==> src/friscv_pkg.sv <==
//////////////////////////////////////////////////
// Shared constants and enums of the RV32I core,
// imported by every RTL module of the design
//////////////////////////////////////////////////

`default_nettype none

package friscv_pkg;

    //////////////////////////////////////////////////
    // Architecture

    localparam int XLEN       = 32;
    localparam int REG_ADDR_W = 5;
    localparam int INSTR_W    = 32;

    // First fetch address after reset
    localparam logic [XLEN-1:0] BOOT_ADDR = 32'h0000_0000;

    //////////////////////////////////////////////////
    // GPIO window reached by LW and SW

    localparam logic [XLEN-1:0] GPIO_BASE_ADDR = 32'd2048;
    localparam logic [XLEN-1:0] GPIO_SIZE      = 32'd8;

    //////////////////////////////////////////////////
    // Decode enums

    // Major opcodes, encoded as in the RV32I spec
    typedef enum logic [6:0] {
        op_lui    = 7'b0110111,
        op_jal    = 7'b1101111,
        op_branch = 7'b1100011,
        op_load   = 7'b0000011,
        op_store  = 7'b0100011,
        op_imm    = 7'b0010011,
        op_reg    = 7'b0110011,
        op_system = 7'b1110011
    } opcode_t;

    typedef enum logic [3:0] {
        alu_add,
        alu_sub,
        alu_and,
        alu_or,
        alu_xor,
        alu_sll,
        alu_srl,
        alu_sra,
        alu_slt,
        alu_sltu
    } alu_op_t;

    // Source of the value written to rd
    typedef enum logic [1:0] {
        res_alu,
        res_gpio,
        res_link,
        res_upper
    } result_sel_t;

    typedef enum logic [1:0] {
        s_idle,
        s_addr,
        s_data,
        s_exec
    } fetch_state_t;

endpackage

`default_nettype wire

==> src/friscv_alu.sv <==
//////////////////////////////////////////////////
// Execute stage: ALU operations, BEQ/BNE/JAL resolution
// and effective address of LW/SW with GPIO window check
//////////////////////////////////////////////////

`timescale 1ns/1ps
`default_nettype none

module friscv_alu import friscv_pkg::*; (
    input  opcode_t         opcode,
    input  alu_op_t         alu_op,
    input  logic            is_bne,
    input  logic            use_imm,
    input  logic [XLEN-1:0] imm,
    input  logic [XLEN-1:0] pc,
    input  logic [XLEN-1:0] rs1_val,
    input  logic [XLEN-1:0] rs2_val,
    output logic [XLEN-1:0] alu_result,
    output logic            branch_taken,
    output logic [XLEN-1:0] jump_target,
    output logic [XLEN-1:0] mem_addr,
    output logic            gpio_hit
);

    logic [XLEN-1:0] op_b;
    logic [4:0]      shamt;
    logic            lt_signed;
    logic            lt_unsigned;
    logic            rs_equal;

    // Second operand is either rs2 or the I-type immediate
    assign op_b  = use_imm ? imm : rs2_val;
    assign shamt = op_b[4:0];

    assign lt_signed   = $signed(rs1_val) < $signed(op_b);
    assign lt_unsigned = rs1_val < op_b;

    always_comb begin
        case (alu_op)
            alu_sub:  alu_result = rs1_val - op_b;
            alu_and:  alu_result = rs1_val & op_b;
            alu_or:   alu_result = rs1_val | op_b;
            alu_xor:  alu_result = rs1_val ^ op_b;
            alu_sll:  alu_result = rs1_val << shamt;
            alu_srl:  alu_result = rs1_val >> shamt;
            alu_sra:  alu_result = $unsigned($signed(rs1_val) >>> shamt);
            alu_slt:  alu_result = {{(XLEN-1){1'b0}}, lt_signed};
            alu_sltu: alu_result = {{(XLEN-1){1'b0}}, lt_unsigned};
            default:  alu_result = rs1_val + op_b;
        endcase
    end

    ////////////////////////////////////////////////// Control flow

    assign rs_equal    = (rs1_val == rs2_val);
    assign jump_target = pc + imm;

    always_comb begin
        case (opcode)
            op_jal:    branch_taken = 1'b1;
            op_branch: branch_taken = is_bne ? !rs_equal : rs_equal;
            default:   branch_taken = 1'b0;
        endcase
    end

    ////////////////////////////////////////////////// Load/store address

    assign mem_addr = rs1_val + imm;
    // Anything outside the window is dropped by writeback
    assign gpio_hit = (mem_addr >= GPIO_BASE_ADDR)
                      && (mem_addr < GPIO_BASE_ADDR + GPIO_SIZE);

endmodule

`default_nettype wire

==> src/friscv_decoder.sv <==
//////////////////////////////////////////////////
// Instruction decoder: splits the held instruction into
// opcode class, ALU operation, register indices and immediate
//////////////////////////////////////////////////

`timescale 1ns/1ps
`default_nettype none

module friscv_decoder import friscv_pkg::*; (
    input  logic [INSTR_W-1:0]    instr,
    output opcode_t               opcode,
    output alu_op_t               alu_op,
    output result_sel_t           result_sel,
    output logic [REG_ADDR_W-1:0] rs1_addr,
    output logic [REG_ADDR_W-1:0] rs2_addr,
    output logic [REG_ADDR_W-1:0] rd_addr,
    output logic [XLEN-1:0]       imm,
    output logic                  use_imm,
    output logic                  rd_wr,
    output logic                  is_store,
    output logic                  is_load,
    output logic                  is_bne,
    output logic                  is_ebreak
);

    opcode_t         raw_op;
    logic [2:0]      funct3;
    logic [XLEN-1:0] imm_i;
    logic [XLEN-1:0] imm_s;
    logic [XLEN-1:0] imm_b;
    logic [XLEN-1:0] imm_u;
    logic [XLEN-1:0] imm_j;

    assign raw_op   = opcode_t'(instr[6:0]);
    assign funct3   = instr[14:12];
    assign rd_addr  = instr[11:7];
    assign rs1_addr = instr[19:15];
    assign rs2_addr = instr[24:20];

    // Immediate formats, all sign extended from bit 31
    assign imm_i = {{20{instr[31]}}, instr[31:20]};
    assign imm_s = {{20{instr[31]}}, instr[31:25], instr[11:7]};
    assign imm_b = {{19{instr[31]}}, instr[31], instr[7], instr[30:25], instr[11:8], 1'b0};
    assign imm_u = {instr[31:12], 12'b0};
    assign imm_j = {{11{instr[31]}}, instr[31], instr[19:12], instr[20], instr[30:21], 1'b0};

    assign is_bne    = (raw_op == op_branch) && funct3[0];
    assign is_ebreak = (raw_op == op_system) && (instr[31:20] == 12'd1)
                       && (instr[19:7] == '0);

    always_comb begin
        opcode     = raw_op;
        alu_op     = alu_add;
        result_sel = res_alu;
        imm        = imm_i;
        use_imm    = 1'b0;
        rd_wr      = 1'b0;
        is_store   = 1'b0;
        is_load    = 1'b0;
        case (raw_op)
            op_lui: begin
                rd_wr      = 1'b1;
                result_sel = res_upper;
                imm        = imm_u;
            end
            op_jal: begin
                rd_wr      = 1'b1;
                result_sel = res_link;
                imm        = imm_j;
            end
            op_branch: begin
                imm = imm_b;
                // Only BEQ and BNE, other compares become a no-op
                if (funct3[2:1] != 2'b00) opcode = opcode_t'(7'h00);
            end
            op_load: begin
                rd_wr      = 1'b1;
                is_load    = 1'b1;
                result_sel = res_gpio;
            end
            op_store: begin
                is_store = 1'b1;
                imm      = imm_s;
            end
            op_imm, op_reg: begin
                rd_wr   = 1'b1;
                use_imm = (raw_op == op_imm);
                case (funct3)
                    3'b000:  alu_op = (raw_op == op_reg && instr[30]) ? alu_sub : alu_add;
                    3'b001:  alu_op = alu_sll;
                    3'b010:  alu_op = alu_slt;
                    3'b011:  alu_op = alu_sltu;
                    3'b100:  alu_op = alu_xor;
                    3'b101:  alu_op = instr[30] ? alu_sra : alu_srl;
                    3'b110:  alu_op = alu_or;
                    default: alu_op = alu_and;
                endcase
            end
            default: ;
        endcase
    end

endmodule

`default_nettype wire

==> src/friscv_fetch.sv <==
//////////////////////////////////////////////////
// Fetch sequencer: drives the instruction read channel,
// holds the current instruction, the pc and the ebreak flag
//////////////////////////////////////////////////

`timescale 1ns/1ps
`default_nettype none

module friscv_fetch import friscv_pkg::*; (
    input  logic               aclk,
    input  logic               rst_n,
    input  logic               enable,
    // Instruction read channel
    output logic               inst_arvalid,
    input  logic               inst_arready,
    output logic [XLEN-1:0]    inst_araddr,
    input  logic               inst_rvalid,
    output logic               inst_rready,
    input  logic [XLEN-1:0]    inst_rdata,
    // From the execute stage
    input  logic               branch_taken,
    input  logic [XLEN-1:0]    jump_target,
    input  logic               is_ebreak,
    // To decode, execute and result stages
    output logic [INSTR_W-1:0] instr,
    output logic [XLEN-1:0]    pc,
    output logic               exec,
    output logic               ebreak
);

    fetch_state_t state;

    assign inst_arvalid = (state == s_addr);
    assign inst_araddr  = pc;
    assign inst_rready  = (state == s_data);
    assign exec         = (state == s_exec);

    always_ff @(posedge aclk or negedge rst_n) begin
        if (!rst_n) begin
            state  <= s_idle;
            pc     <= BOOT_ADDR;
            ebreak <= 1'b0;
        end else begin
            case (state)
                s_idle: if (enable && !ebreak) state <= s_addr;
                s_addr: if (inst_arready) state <= s_data;
                s_data: if (inst_rvalid) state <= s_exec;
                s_exec: begin
                    pc <= branch_taken ? jump_target : pc + XLEN'(4);
                    // EBREAK parks the sequencer for good
                    if (is_ebreak) begin
                        ebreak <= 1'b1;
                        state  <= s_idle;
                    end else if (enable) begin
                        state <= s_addr;
                    end else begin
                        state <= s_idle;
                    end
                end
                default: state <= s_idle;
            endcase
        end
    end

    // Instruction captured on the data transfer
    always_ff @(posedge aclk) begin
        if (inst_rvalid && inst_rready) instr <= inst_rdata;
    end

    // The read address must not move while the memory stalls it
    araddr_stable: assert property (@(posedge aclk) disable iff (!rst_n)
        inst_arvalid && !inst_arready |=> inst_arvalid && $stable(inst_araddr));

endmodule

`default_nettype wire

==> src/friscv_registers.sv <==
//////////////////////////////////////////////////
// ISA register file x0 to x31, two read ports, one write port
//////////////////////////////////////////////////

`timescale 1ns/1ps
`default_nettype none

module friscv_registers import friscv_pkg::*; (
    input  logic                  aclk,
    input  logic                  rst_n,
    input  logic [REG_ADDR_W-1:0] rs1_addr,
    output logic [XLEN-1:0]       rs1_val,
    input  logic [REG_ADDR_W-1:0] rs2_addr,
    output logic [XLEN-1:0]       rs2_val,
    input  logic                  rd_wr,
    input  logic [REG_ADDR_W-1:0] rd_addr,
    input  logic [XLEN-1:0]       rd_val
);

    // x0 is not stored
    logic [XLEN-1:0] regs [1:31];

    always_ff @(posedge aclk or negedge rst_n) begin
        if (!rst_n) begin
            for (int i = 1; i < 32; i++) regs[i] <= '0;
        end else if (rd_wr && rd_addr != '0) begin
            regs[rd_addr] <= rd_val;
        end
    end

    assign rs1_val = (rs1_addr == '0) ? '0 : regs[rs1_addr];
    assign rs2_val = (rs2_addr == '0) ? '0 : regs[rs2_addr];

endmodule

`default_nettype wire

==> src/friscv_rv32i.sv <==
//////////////////////////////////////////////////
// RV32I core top: fetch, decode, execute and result stages
// around the register file, with the instruction read channel and GPIO
//////////////////////////////////////////////////

`timescale 1ns/1ps
`default_nettype none

module friscv_rv32i import friscv_pkg::*; (
    input  logic            aclk,
    input  logic            rst_n,
    // Gates new fetches
    input  logic            enable,
    output logic            ebreak,
    // Instruction memory
    output logic            inst_arvalid,
    input  logic            inst_arready,
    output logic [XLEN-1:0] inst_araddr,
    input  logic            inst_rvalid,
    output logic            inst_rready,
    input  logic [XLEN-1:0] inst_rdata,
    // GPIO
    input  logic [XLEN-1:0] gpio_in,
    output logic [XLEN-1:0] gpio_out
);

    logic [INSTR_W-1:0]    instr;
    logic [XLEN-1:0]       pc;
    logic                  exec;
    opcode_t               opcode;
    alu_op_t               alu_op;
    result_sel_t           result_sel;
    logic [REG_ADDR_W-1:0] rs1_addr;
    logic [REG_ADDR_W-1:0] rs2_addr;
    logic [REG_ADDR_W-1:0] rd_addr;
    logic [XLEN-1:0]       imm;
    logic                  use_imm;
    logic                  rd_wr;
    logic                  is_store;
    logic                  is_load;
    logic                  is_bne;
    logic                  is_ebreak;
    logic [XLEN-1:0]       rs1_val;
    logic [XLEN-1:0]       rs2_val;
    logic [XLEN-1:0]       alu_result;
    logic                  branch_taken;
    logic [XLEN-1:0]       jump_target;
    logic                  gpio_hit;
    logic                  reg_wr;
    logic [XLEN-1:0]       rd_val;

    //////////////////////////////////////////////////
    // Fetch sequencer

    friscv_fetch fetch (
        .aclk         (aclk        ),
        .rst_n        (rst_n       ),
        .enable       (enable      ),
        .inst_arvalid (inst_arvalid),
        .inst_arready (inst_arready),
        .inst_araddr  (inst_araddr ),
        .inst_rvalid  (inst_rvalid ),
        .inst_rready  (inst_rready ),
        .inst_rdata   (inst_rdata  ),
        .branch_taken (branch_taken),
        .jump_target  (jump_target ),
        .is_ebreak    (is_ebreak   ),
        .instr        (instr       ),
        .pc           (pc          ),
        .exec         (exec        ),
        .ebreak       (ebreak      )
    );

    friscv_decoder decoder (
        .instr      (instr     ),
        .opcode     (opcode    ),
        .alu_op     (alu_op    ),
        .result_sel (result_sel),
        .rs1_addr   (rs1_addr  ),
        .rs2_addr   (rs2_addr  ),
        .rd_addr    (rd_addr   ),
        .imm        (imm       ),
        .use_imm    (use_imm   ),
        .rd_wr      (rd_wr     ),
        .is_store   (is_store  ),
        .is_load    (is_load   ),
        .is_bne     (is_bne    ),
        .is_ebreak  (is_ebreak )
    );

    friscv_registers isa_registers (
        .aclk     (aclk    ),
        .rst_n    (rst_n   ),
        .rs1_addr (rs1_addr),
        .rs1_val  (rs1_val ),
        .rs2_addr (rs2_addr),
        .rs2_val  (rs2_val ),
        .rd_wr    (reg_wr  ),
        .rd_addr  (rd_addr ),
        .rd_val   (rd_val  )
    );

    //////////////////////////////////////////////////
    // Execute and result

    friscv_alu alu (
        .opcode       (opcode      ),
        .alu_op       (alu_op      ),
        .is_bne       (is_bne      ),
        .use_imm      (use_imm     ),
        .imm          (imm         ),
        .pc           (pc          ),
        .rs1_val      (rs1_val     ),
        .rs2_val      (rs2_val     ),
        .alu_result   (alu_result  ),
        .branch_taken (branch_taken),
        .jump_target  (jump_target ),
        .mem_addr     (            ),
        .gpio_hit     (gpio_hit    )
    );

    friscv_writeback writeback (
        .aclk       (aclk      ),
        .rst_n      (rst_n     ),
        .exec       (exec      ),
        .result_sel (result_sel),
        .rd_wr      (rd_wr     ),
        .is_load    (is_load   ),
        .is_store   (is_store  ),
        .gpio_hit   (gpio_hit  ),
        .alu_result (alu_result),
        .imm        (imm       ),
        .pc         (pc        ),
        .rs2_val    (rs2_val   ),
        .gpio_in    (gpio_in   ),
        .reg_wr     (reg_wr    ),
        .rd_val     (rd_val    ),
        .gpio_out   (gpio_out  )
    );

endmodule

`default_nettype wire

==> src/friscv_writeback.sv <==
//////////////////////////////////////////////////
// Result stage: picks the rd value, writes the register
// file during exec and holds the GPIO output register
//////////////////////////////////////////////////

`timescale 1ns/1ps
`default_nettype none

module friscv_writeback import friscv_pkg::*; (
    input  logic            aclk,
    input  logic            rst_n,
    input  logic            exec,
    input  result_sel_t     result_sel,
    input  logic            rd_wr,
    input  logic            is_load,
    input  logic            is_store,
    input  logic            gpio_hit,
    input  logic [XLEN-1:0] alu_result,
    input  logic [XLEN-1:0] imm,
    input  logic [XLEN-1:0] pc,
    input  logic [XLEN-1:0] rs2_val,
    input  logic [XLEN-1:0] gpio_in,
    output logic            reg_wr,
    output logic [XLEN-1:0] rd_val,
    output logic [XLEN-1:0] gpio_out
);

    logic gpio_wr;

    always_comb begin
        case (result_sel)
            res_gpio:  rd_val = (is_load && gpio_hit) ? gpio_in : '0;
            res_link:  rd_val = pc + XLEN'(4);
            res_upper: rd_val = imm;
            default:   rd_val = alu_result;
        endcase
    end

    assign reg_wr  = exec && rd_wr;
    assign gpio_wr = exec && is_store && gpio_hit;

    always_ff @(posedge aclk or negedge rst_n) begin
        if (!rst_n) gpio_out <= '0;
        else if (gpio_wr) gpio_out <= rs2_val;
    end

    // One register write per instruction, and a store never writes rd
    reg_wr_single: assert property (@(posedge aclk) disable iff (!rst_n)
        reg_wr |=> !reg_wr);
    store_no_reg_wr: assert property (@(posedge aclk) disable iff (!rst_n)
        exec && is_store |-> !reg_wr);

endmodule

`default_nettype wire
==> config.mk <==
export PLATFORM = sky130hd
export DESIGN_NAME = friscv_rv32i
export DESIGN_NICKNAME = d
export VERILOG_FILES = /design/src/friscv_pkg.sv /design/src/friscv_alu.sv /design/src/friscv_decoder.sv /design/src/friscv_fetch.sv /design/src/friscv_registers.sv /design/src/friscv_rv32i.sv /design/src/friscv_writeback.sv
export SDC_FILE = /design/constraint.sdc
export NUM_CORES = 2
export LEC_CHECK = 0
export BUFFER_PORTS_ARGS = -buffer_cell sky130_fd_sc_hd__buf_2
export CAP_MARGIN = 0
export CORE_UTILIZATION = 55
export CTS_BUF_LIST = sky130_fd_sc_hd__clkbuf_16
export DETAILED_ROUTE_END_ITERATION = 8
export GPL_TIMING_DRIVEN = 0
export PLACE_DENSITY = 0.71
export SETUP_SLACK_MARGIN = 0.3
export SLEW_MARGIN = 10
export SYNTH_ARGS = -nofsm -noshare
export SYNTH_HDL_FRONTEND = slang
export SYNTH_HIERARCHICAL = 1
export SYNTH_SLANG_ARGS = --single-unit
==> constraint.sdc <==
create_clock -name aclk -period 9.2 [get_ports aclk]
set_input_delay 1.84 -clock aclk [delete_from_list [all_inputs] [get_ports aclk]]
set_output_delay 1.84 -clock aclk [all_outputs]
set_load 0.01 [all_outputs]
Word level (Yosys, flattened, before mapping)
Cells that the tools add are included.

Flip-flop bits (word level): 1091. Input port bits: 69. Word-level logic and storage cells: 156.

Mux-type cells: 36. Add/subtract/negate cells: 5. $lt $le $gt $ge: 8. Shifts and indexed selects: 3. Reductions and logical operators: 26. Eq/ne operators: 36. Bitwise operators: 6.

Operators by type and width (number): bitwise mux 992 bit (1); binary-select mux 32 bit (select 5 bit) (2); 2-to-1 mux 32 bit (10); case mux 32 bit (9 select lines) (1); demux 32 bit (select 5 bit) (1); case mux 31 bit (4 select lines) (1); adder 32 bit (3); case mux 32 bit (3 select lines) (1); less-than comparator 32 bit (2); == test 7 bit (second input constant) (5); adder 32 x 3 -> 32 bit (second input constant) (1); bitwise AND 32 bit (1); == test 32 bit (1); >= comparator 32 x 12 -> 1 bit (second input constant) (1); less-than comparator 32 x 12 -> 1 bit (second input constant) (1); bitwise OR 32 bit (1); left shift 32 x 5 -> 32 bit (1); right shift 32 x 5 -> 32 bit (1); >>> shifter 32 x 5 -> 32 bit (1); subtractor 32 bit (1); bitwise XOR 32 bit (1); case mux 4 bit (7 select lines) (1); == test 7 x 6 -> 1 bit (second input constant) (3); >= comparator 6 bit (second input constant) (3); 35 further kinds (75).

Logic depth before layout (Yosys ltp)
Depth in word-level cells: 12. Mapped depth: 33. Gate-level depth less buffers: 24.

Hierarchy
Netlist, hierarchy kept.

Modules (own cells, without submodules): friscv_registers (times used 1, cells an instance 3776, area an instance 53590.1 sq um); friscv_alu (times used 1, cells an instance 1802, area an instance 12164.2 sq um); friscv_fetch (times used 1, cells an instance 329, area an instance 3460.8 sq um); friscv_writeback (times used 1, cells an instance 323, area an instance 2740.1 sq um); friscv_decoder (times used 1, cells an instance 112, area an instance 758.2 sq um).

Worst setup path before layout
OpenSTA, ideal clock, no wires.

Path type: reg-to-reg. Start: reg fetch.instr[20]. End: reg isa_registers/regs[639] (netlist bit). Clock period less this slack: 7646 ps. Required time: 9075 ps. Cell stages (with the launch flop): 32. Arrival time: 7521 ps. Setup slack: 1554 ps. Cells stage by stage: edfxtp_1 > buf_4 > buf_6 > buf_6 > buf_2 > mux4_2 > mux2i_1 > o32a_1 > o221ai_1 > mux2i_1 > clkinv_1 > buf_1 > buf_1 > clkbuf_1 > ha_1 > clkbuf_1 > nor3_1 > o31ai_1 > a31oi_2 > o41ai_2 > nor4b_4 > o41a_2 > a311oi_4 > nor4_2 > mux2i_1 > or4_1 > a21oi_1 > a21oi_1 > a21oi_1 > a21oi_1 > clkbuf_1 > mux2_2.

Cells in the longest elaborated chain, start to end: 10. Elaborated cells between the ends (all ways): 25. Those cells by class: add/sub: 3; order compare: 2; shift: 3; mux: 10; bitwise: 4; reduce/logical: 3.

RTL lines: start: declaration (RTL line friscv_fetch.sv:25) `output logic [INSTR_W-1:0] instr,`; start signal: assignment (RTL line friscv_fetch.sv:67) `if (inst_rvalid && inst_rready) instr <= inst_rdata;`; NOT 5 -> 6 bit (implied by the code) (RTL line friscv_registers.sv:32) `assign rs2_val = (rs2_addr == '0) ? '0 : regs[rs2_addr];`; binary-select mux 32 bit (select 5 bit) (RTL line friscv_registers.sv:32); 2-to-1 mux 32 bit (implied by the code) (2 in a row) (RTL line friscv_registers.sv:32); 2-to-1 mux 32 bit (*) (RTL line friscv_registers.sv:32); named net rs2_val[2] (RTL line friscv_rv32i.sv:44) `logic [XLEN-1:0] rs2_val;`; 2-to-1 mux 32 bit (*) (RTL line friscv_alu.sv:32) `assign op_b = use_imm ? imm : rs2_val;`; adder 32 bit (tied with other cells) (RTL line friscv_alu.sv:49) `default: alu_result = rs1_val + op_b;`; case mux 32 bit (9 select lines) (*) (RTL line friscv_alu.sv:39) `case (alu_op)`; named net alu_result[31] (RTL line friscv_rv32i.sv:45) `logic [XLEN-1:0] alu_result;`; case mux 32 bit (3 select lines) (*) (RTL line friscv_writeback.sv:31) `case (result_sel)`; named net rd_val[31] (RTL line friscv_rv32i.sv:50) `logic [XLEN-1:0] rd_val;`; bitwise mux 992 bit (*) (RTL line friscv_registers.sv:27) `regs[rd_addr] <= rd_val;`; end signal: indexed assignment (RTL line friscv_registers.sv:27); end: declaration (RTL line friscv_registers.sv:21) `logic [XLEN-1:0] regs [1:31];`.

The timed path passes the listed nets; every way through them passes the cells marked *. The select of a mux whose other input is x is not followed. A chain may end at the register's enable or synchronous reset.

Final worst setup path
Start: reg fetch.instr[20]. End: reg isa_registers/regs[863] (netlist bit).

Cells in the longest elaborated chain, start to end: 10. Elaborated cells between the ends (all ways): 25. Those cells by class: add/sub: 3; order compare: 2; shift: 3; mux: 10; bitwise: 4; reduce/logical: 3.

RTL lines (RTL line): NOT 5 -> 6 bit (implied by the code) (friscv_registers.sv:32); binary-select mux 32 bit (select 5 bit) (friscv_registers.sv:32); 2-to-1 mux 32 bit (implied by the code) (2 in a row) (friscv_registers.sv:32); 2-to-1 mux 32 bit (*) (friscv_registers.sv:32); named net rs2_val[9] (friscv_rv32i.sv:44); 2-to-1 mux 32 bit (*) (friscv_alu.sv:32); adder 32 bit or subtractor 32 bit (tied branches) (friscv_alu.sv:49, friscv_alu.sv:40); case mux 32 bit (9 select lines) (*) (friscv_alu.sv:39); named net alu_result[31] (friscv_rv32i.sv:45); case mux 32 bit (3 select lines) (*) (friscv_writeback.sv:31); named net rd_val[31] (friscv_rv32i.sv:50); bitwise mux 992 bit (*) (friscv_registers.sv:27).

Marks and branches as above.

==> flow_metrics.tcl <==
set metrics [dict create \
    whs_path_depth 1 \
    tritoncts "yes" \
    hold_ws_ns 0.498 \
    crit_slowest_cell "a311oi_1" \
    swShare_pct 46.8 \
    clkTransAtPathRegs_ns 0.06 \
    globalRoute.totalOverflow 0 \
    pwr-share-comb_pct 50.2 \
    synth_warnings 6 \
    vdd_ir_drop_max_uv 200 \
    h-tree-depth 3 \
    initial_core_util_pct 55.4 \
    routedWlPerCell_um 38.8 \
    cts.sink_count 1091 \
    wirelength_um 331000 \
    avgSynthCellArea_sq_um 11.5 \
    critPathKind "reg2reg" \
    r2r_start "fetch/instr[20]$_DFFE_PP_" \
    die_h_um 366 \
    grt_setup_unrepaired "true" \
    grt_pass1_wl_um 458000 \
    setup_tns_ns 0 \
    cts_root_buf "clkbuf_16" \
    hp-start "fetch/ebreak$_DFFE_PN0P_" \
    period_needed_ns 9.01 \
    fmax_mhz 111 \
    fin_nets 6918 \
    path_buf_inv 8 \
    finClkSkew_ns 0.0318 \
    internal_power_mw 11.1 \
    clkLatencyLatePin_ns 0.78 \
    rows 133 \
    seq_power_share_pct 25.5 \
    p_switching_mw 9.72 \
    timing.rr.end "isa_registers/regs[863]$_DFFE_PN0P_" \
    worst_setup_path_start_kind "flip-flop" \
    core_sq_mm 0.131 \
    dieArea_sq_mm 0.134 \
    grt_max_degree 143 \
    violations "capacitance limit, slew limit" \
    drive_gt1_share_pct 36.0 \
    final_hold_viol_count 0 \
    dp.final_hpwl_um 246000 \
    max_stage_delay_ns 0.63 \
    cp.required_ns 9.85 \
    power-per-cell-area_mw_per_mm2 254 \
    drv_slew 4 \
    hold_path_end "fetch/ebreak$_DFFE_PN0P_" \
    hp-class "reg2reg" \
    grt_pass1_vias 60200 \
    rrSetupSlack_ns 0.19 \
    cts_max_path_buffers 3 \
    viasPerCell 7.34 \
    setup_viol 0 \
    ff2ff_path_depth 29 \
    grt_usage_pct 49.2 \
    layout_worst_path_cycle_share_pct 97.9 \
    ant_nets 0 \
    status "finished with violations" \
    maxCapViolations 1 \
    netlist_area_sq_mm 0.0727 \
    arrival_ns 9.65 \
    relSlewSlack_pct -8.03 \
    syn2layout_area_growth_pct 12.5 \
    final_util_pct 62.3 \
    tightest_slew_ns 1.62 \
    path_max_fanout 10 \
    synth_cells 6341 \
    critPathTopFamily "compound AO/OA/AOI/OAI gates" \
    vias 62700 \
    gp_congestion 1.12 \
    drcViolationCount 0 \
    antenna_found_initial 10 \
    pwr-share-clk_pct 24.2 \
    p_leak_nw 34.6 \
    drt-pass1-iter-count 7 \
    synth_nets 6594 \
    crit_path_frequent_cell "buf_6" \
    drtIter0Drc 9054 \
    cp-end-kind "flip-flop" \
    ios 136 \
    cts_buffers 117 \
    portBuffers 135 \
    die_w_um 366 \
]
-- cell usage in the layout, fill, tap and decap left out, drive strengths merged, types with 243 or more instances in the layout --
master  instances
nand2         415
mux4          406
clkbuf        406
mux2         1102
o21ai         243
dfrtp        1059
a21oi         295
mux2i         314
nor2          284
buf           511
-- worst reg2reg max path: cells and delay by family, from the launching register on --
family	cells	cell delay, ns
AO/OA/AOI/OAI	12	3.25
adder cells (fa/ha/maj)	1	0.28
multiplexers	3	1.02
buffers and inverters	8	1.46
flip-flops	1	0.46
AND/OR/NAND/NOR	5	2.43
-- power groups by stage --
stage	Combinational, mW	Sequential [mW]	Clock (mW)
2_1_floorplan	5.23	5.28	0
3_3_place_gp	9.08	5.37	0
3_5_place_dp	9.38	5.37	0
4_1_cts	9.63	5.29	5.04
5_1_grt	10.6	5.32	5.24
6_report	10.4	5.31	5.03
-- state kept, by name (all words and copies together), names as in the netlist --
name and cells:
fetch/state 2, isa_registers/regs 992, fetch/inst_araddr 32, fetch/instr 32
writeback/gpio_out 32, fetch/ebreak 1
-- timing repair --
action / CTS / global route
pin swaps: 6 / 8
setup endpoints to repair: 1024 / 964
gates resized for setup: 189 / 172
hold buffers: 0 / 0
buffers inserted: 8 / 12
-- routing by layer --
| layer | global-route usage, % | up-vias | part of all wire (%) |
|---|---|---|---|
| li1 | - | 24600 | - |
| met1 | 59.4 | 31600 | 35 |
| met2 | 69.5 | 4959 | 41 |
| met3 | 21.2 | 1440 | 14 |
| met4 | 37.2 | 16 | 9.3 |
| met5 | 0.218 | - | 0.13 |
-- cell type report --
cell class                      instances  area [sq um]
Antenna cell                           24          60.1
Buffer                                595          3280
Clock buffer                          120          3000
Clock inverter                         95          1030
Fill cell                           10500         49500
Inverter                              130           489
Multi-Input combinational cell       4524         42600
Sequential cell                      1091         27500
Tap cell                             1755          2200
Timing Repair Buffer                  206          1720
-- metrics by stage --
step	cells	cell area (sq um)	power, mW	worst slack, ns
6_report	8540	81800	20.8	0.192
5_1_grt	8519	81800	21.1	0.276
4_1_cts	8503	81300	20.0	0.236
3_5_place_dp	8281	76600	14.8	-3.03
3_3_place_gp	8231	75600	14.5	-17.06
2_1_floorplan	6341	72700	10.5	1.55
-- worst max-delay path by stage --
stage | start | endpoint | slack, ns | depth (start not counted)
detailed placement | fetch/instr[22]$_DFFE_PP_ | isa_registers/regs[990]$_DFFE_PN0P_ | -3.03 | 28
CTS | fetch/instr[20]$_DFFE_PP_ | isa_registers/regs[606]$_DFFE_PN0P_ | 0.24 | 30
global placement | rst_n | isa_registers/regs[437]$_DFFE_PN0P_ | -17.06 | 1
floorplan | fetch/instr[20]$_DFFE_PP_ | isa_registers/regs[639]$_DFFE_PN0P_ | 1.55 | 31
finish | fetch/instr[20]$_DFFE_PP_ | isa_registers/regs[863]$_DFFE_PN0P_ | 0.19 | 29
global route | fetch/instr[22]$_DFFE_PP_ | isa_registers/regs[959]$_DFFE_PN0P_ | 0.28 | 28
(Power assumes the default switching activity.)
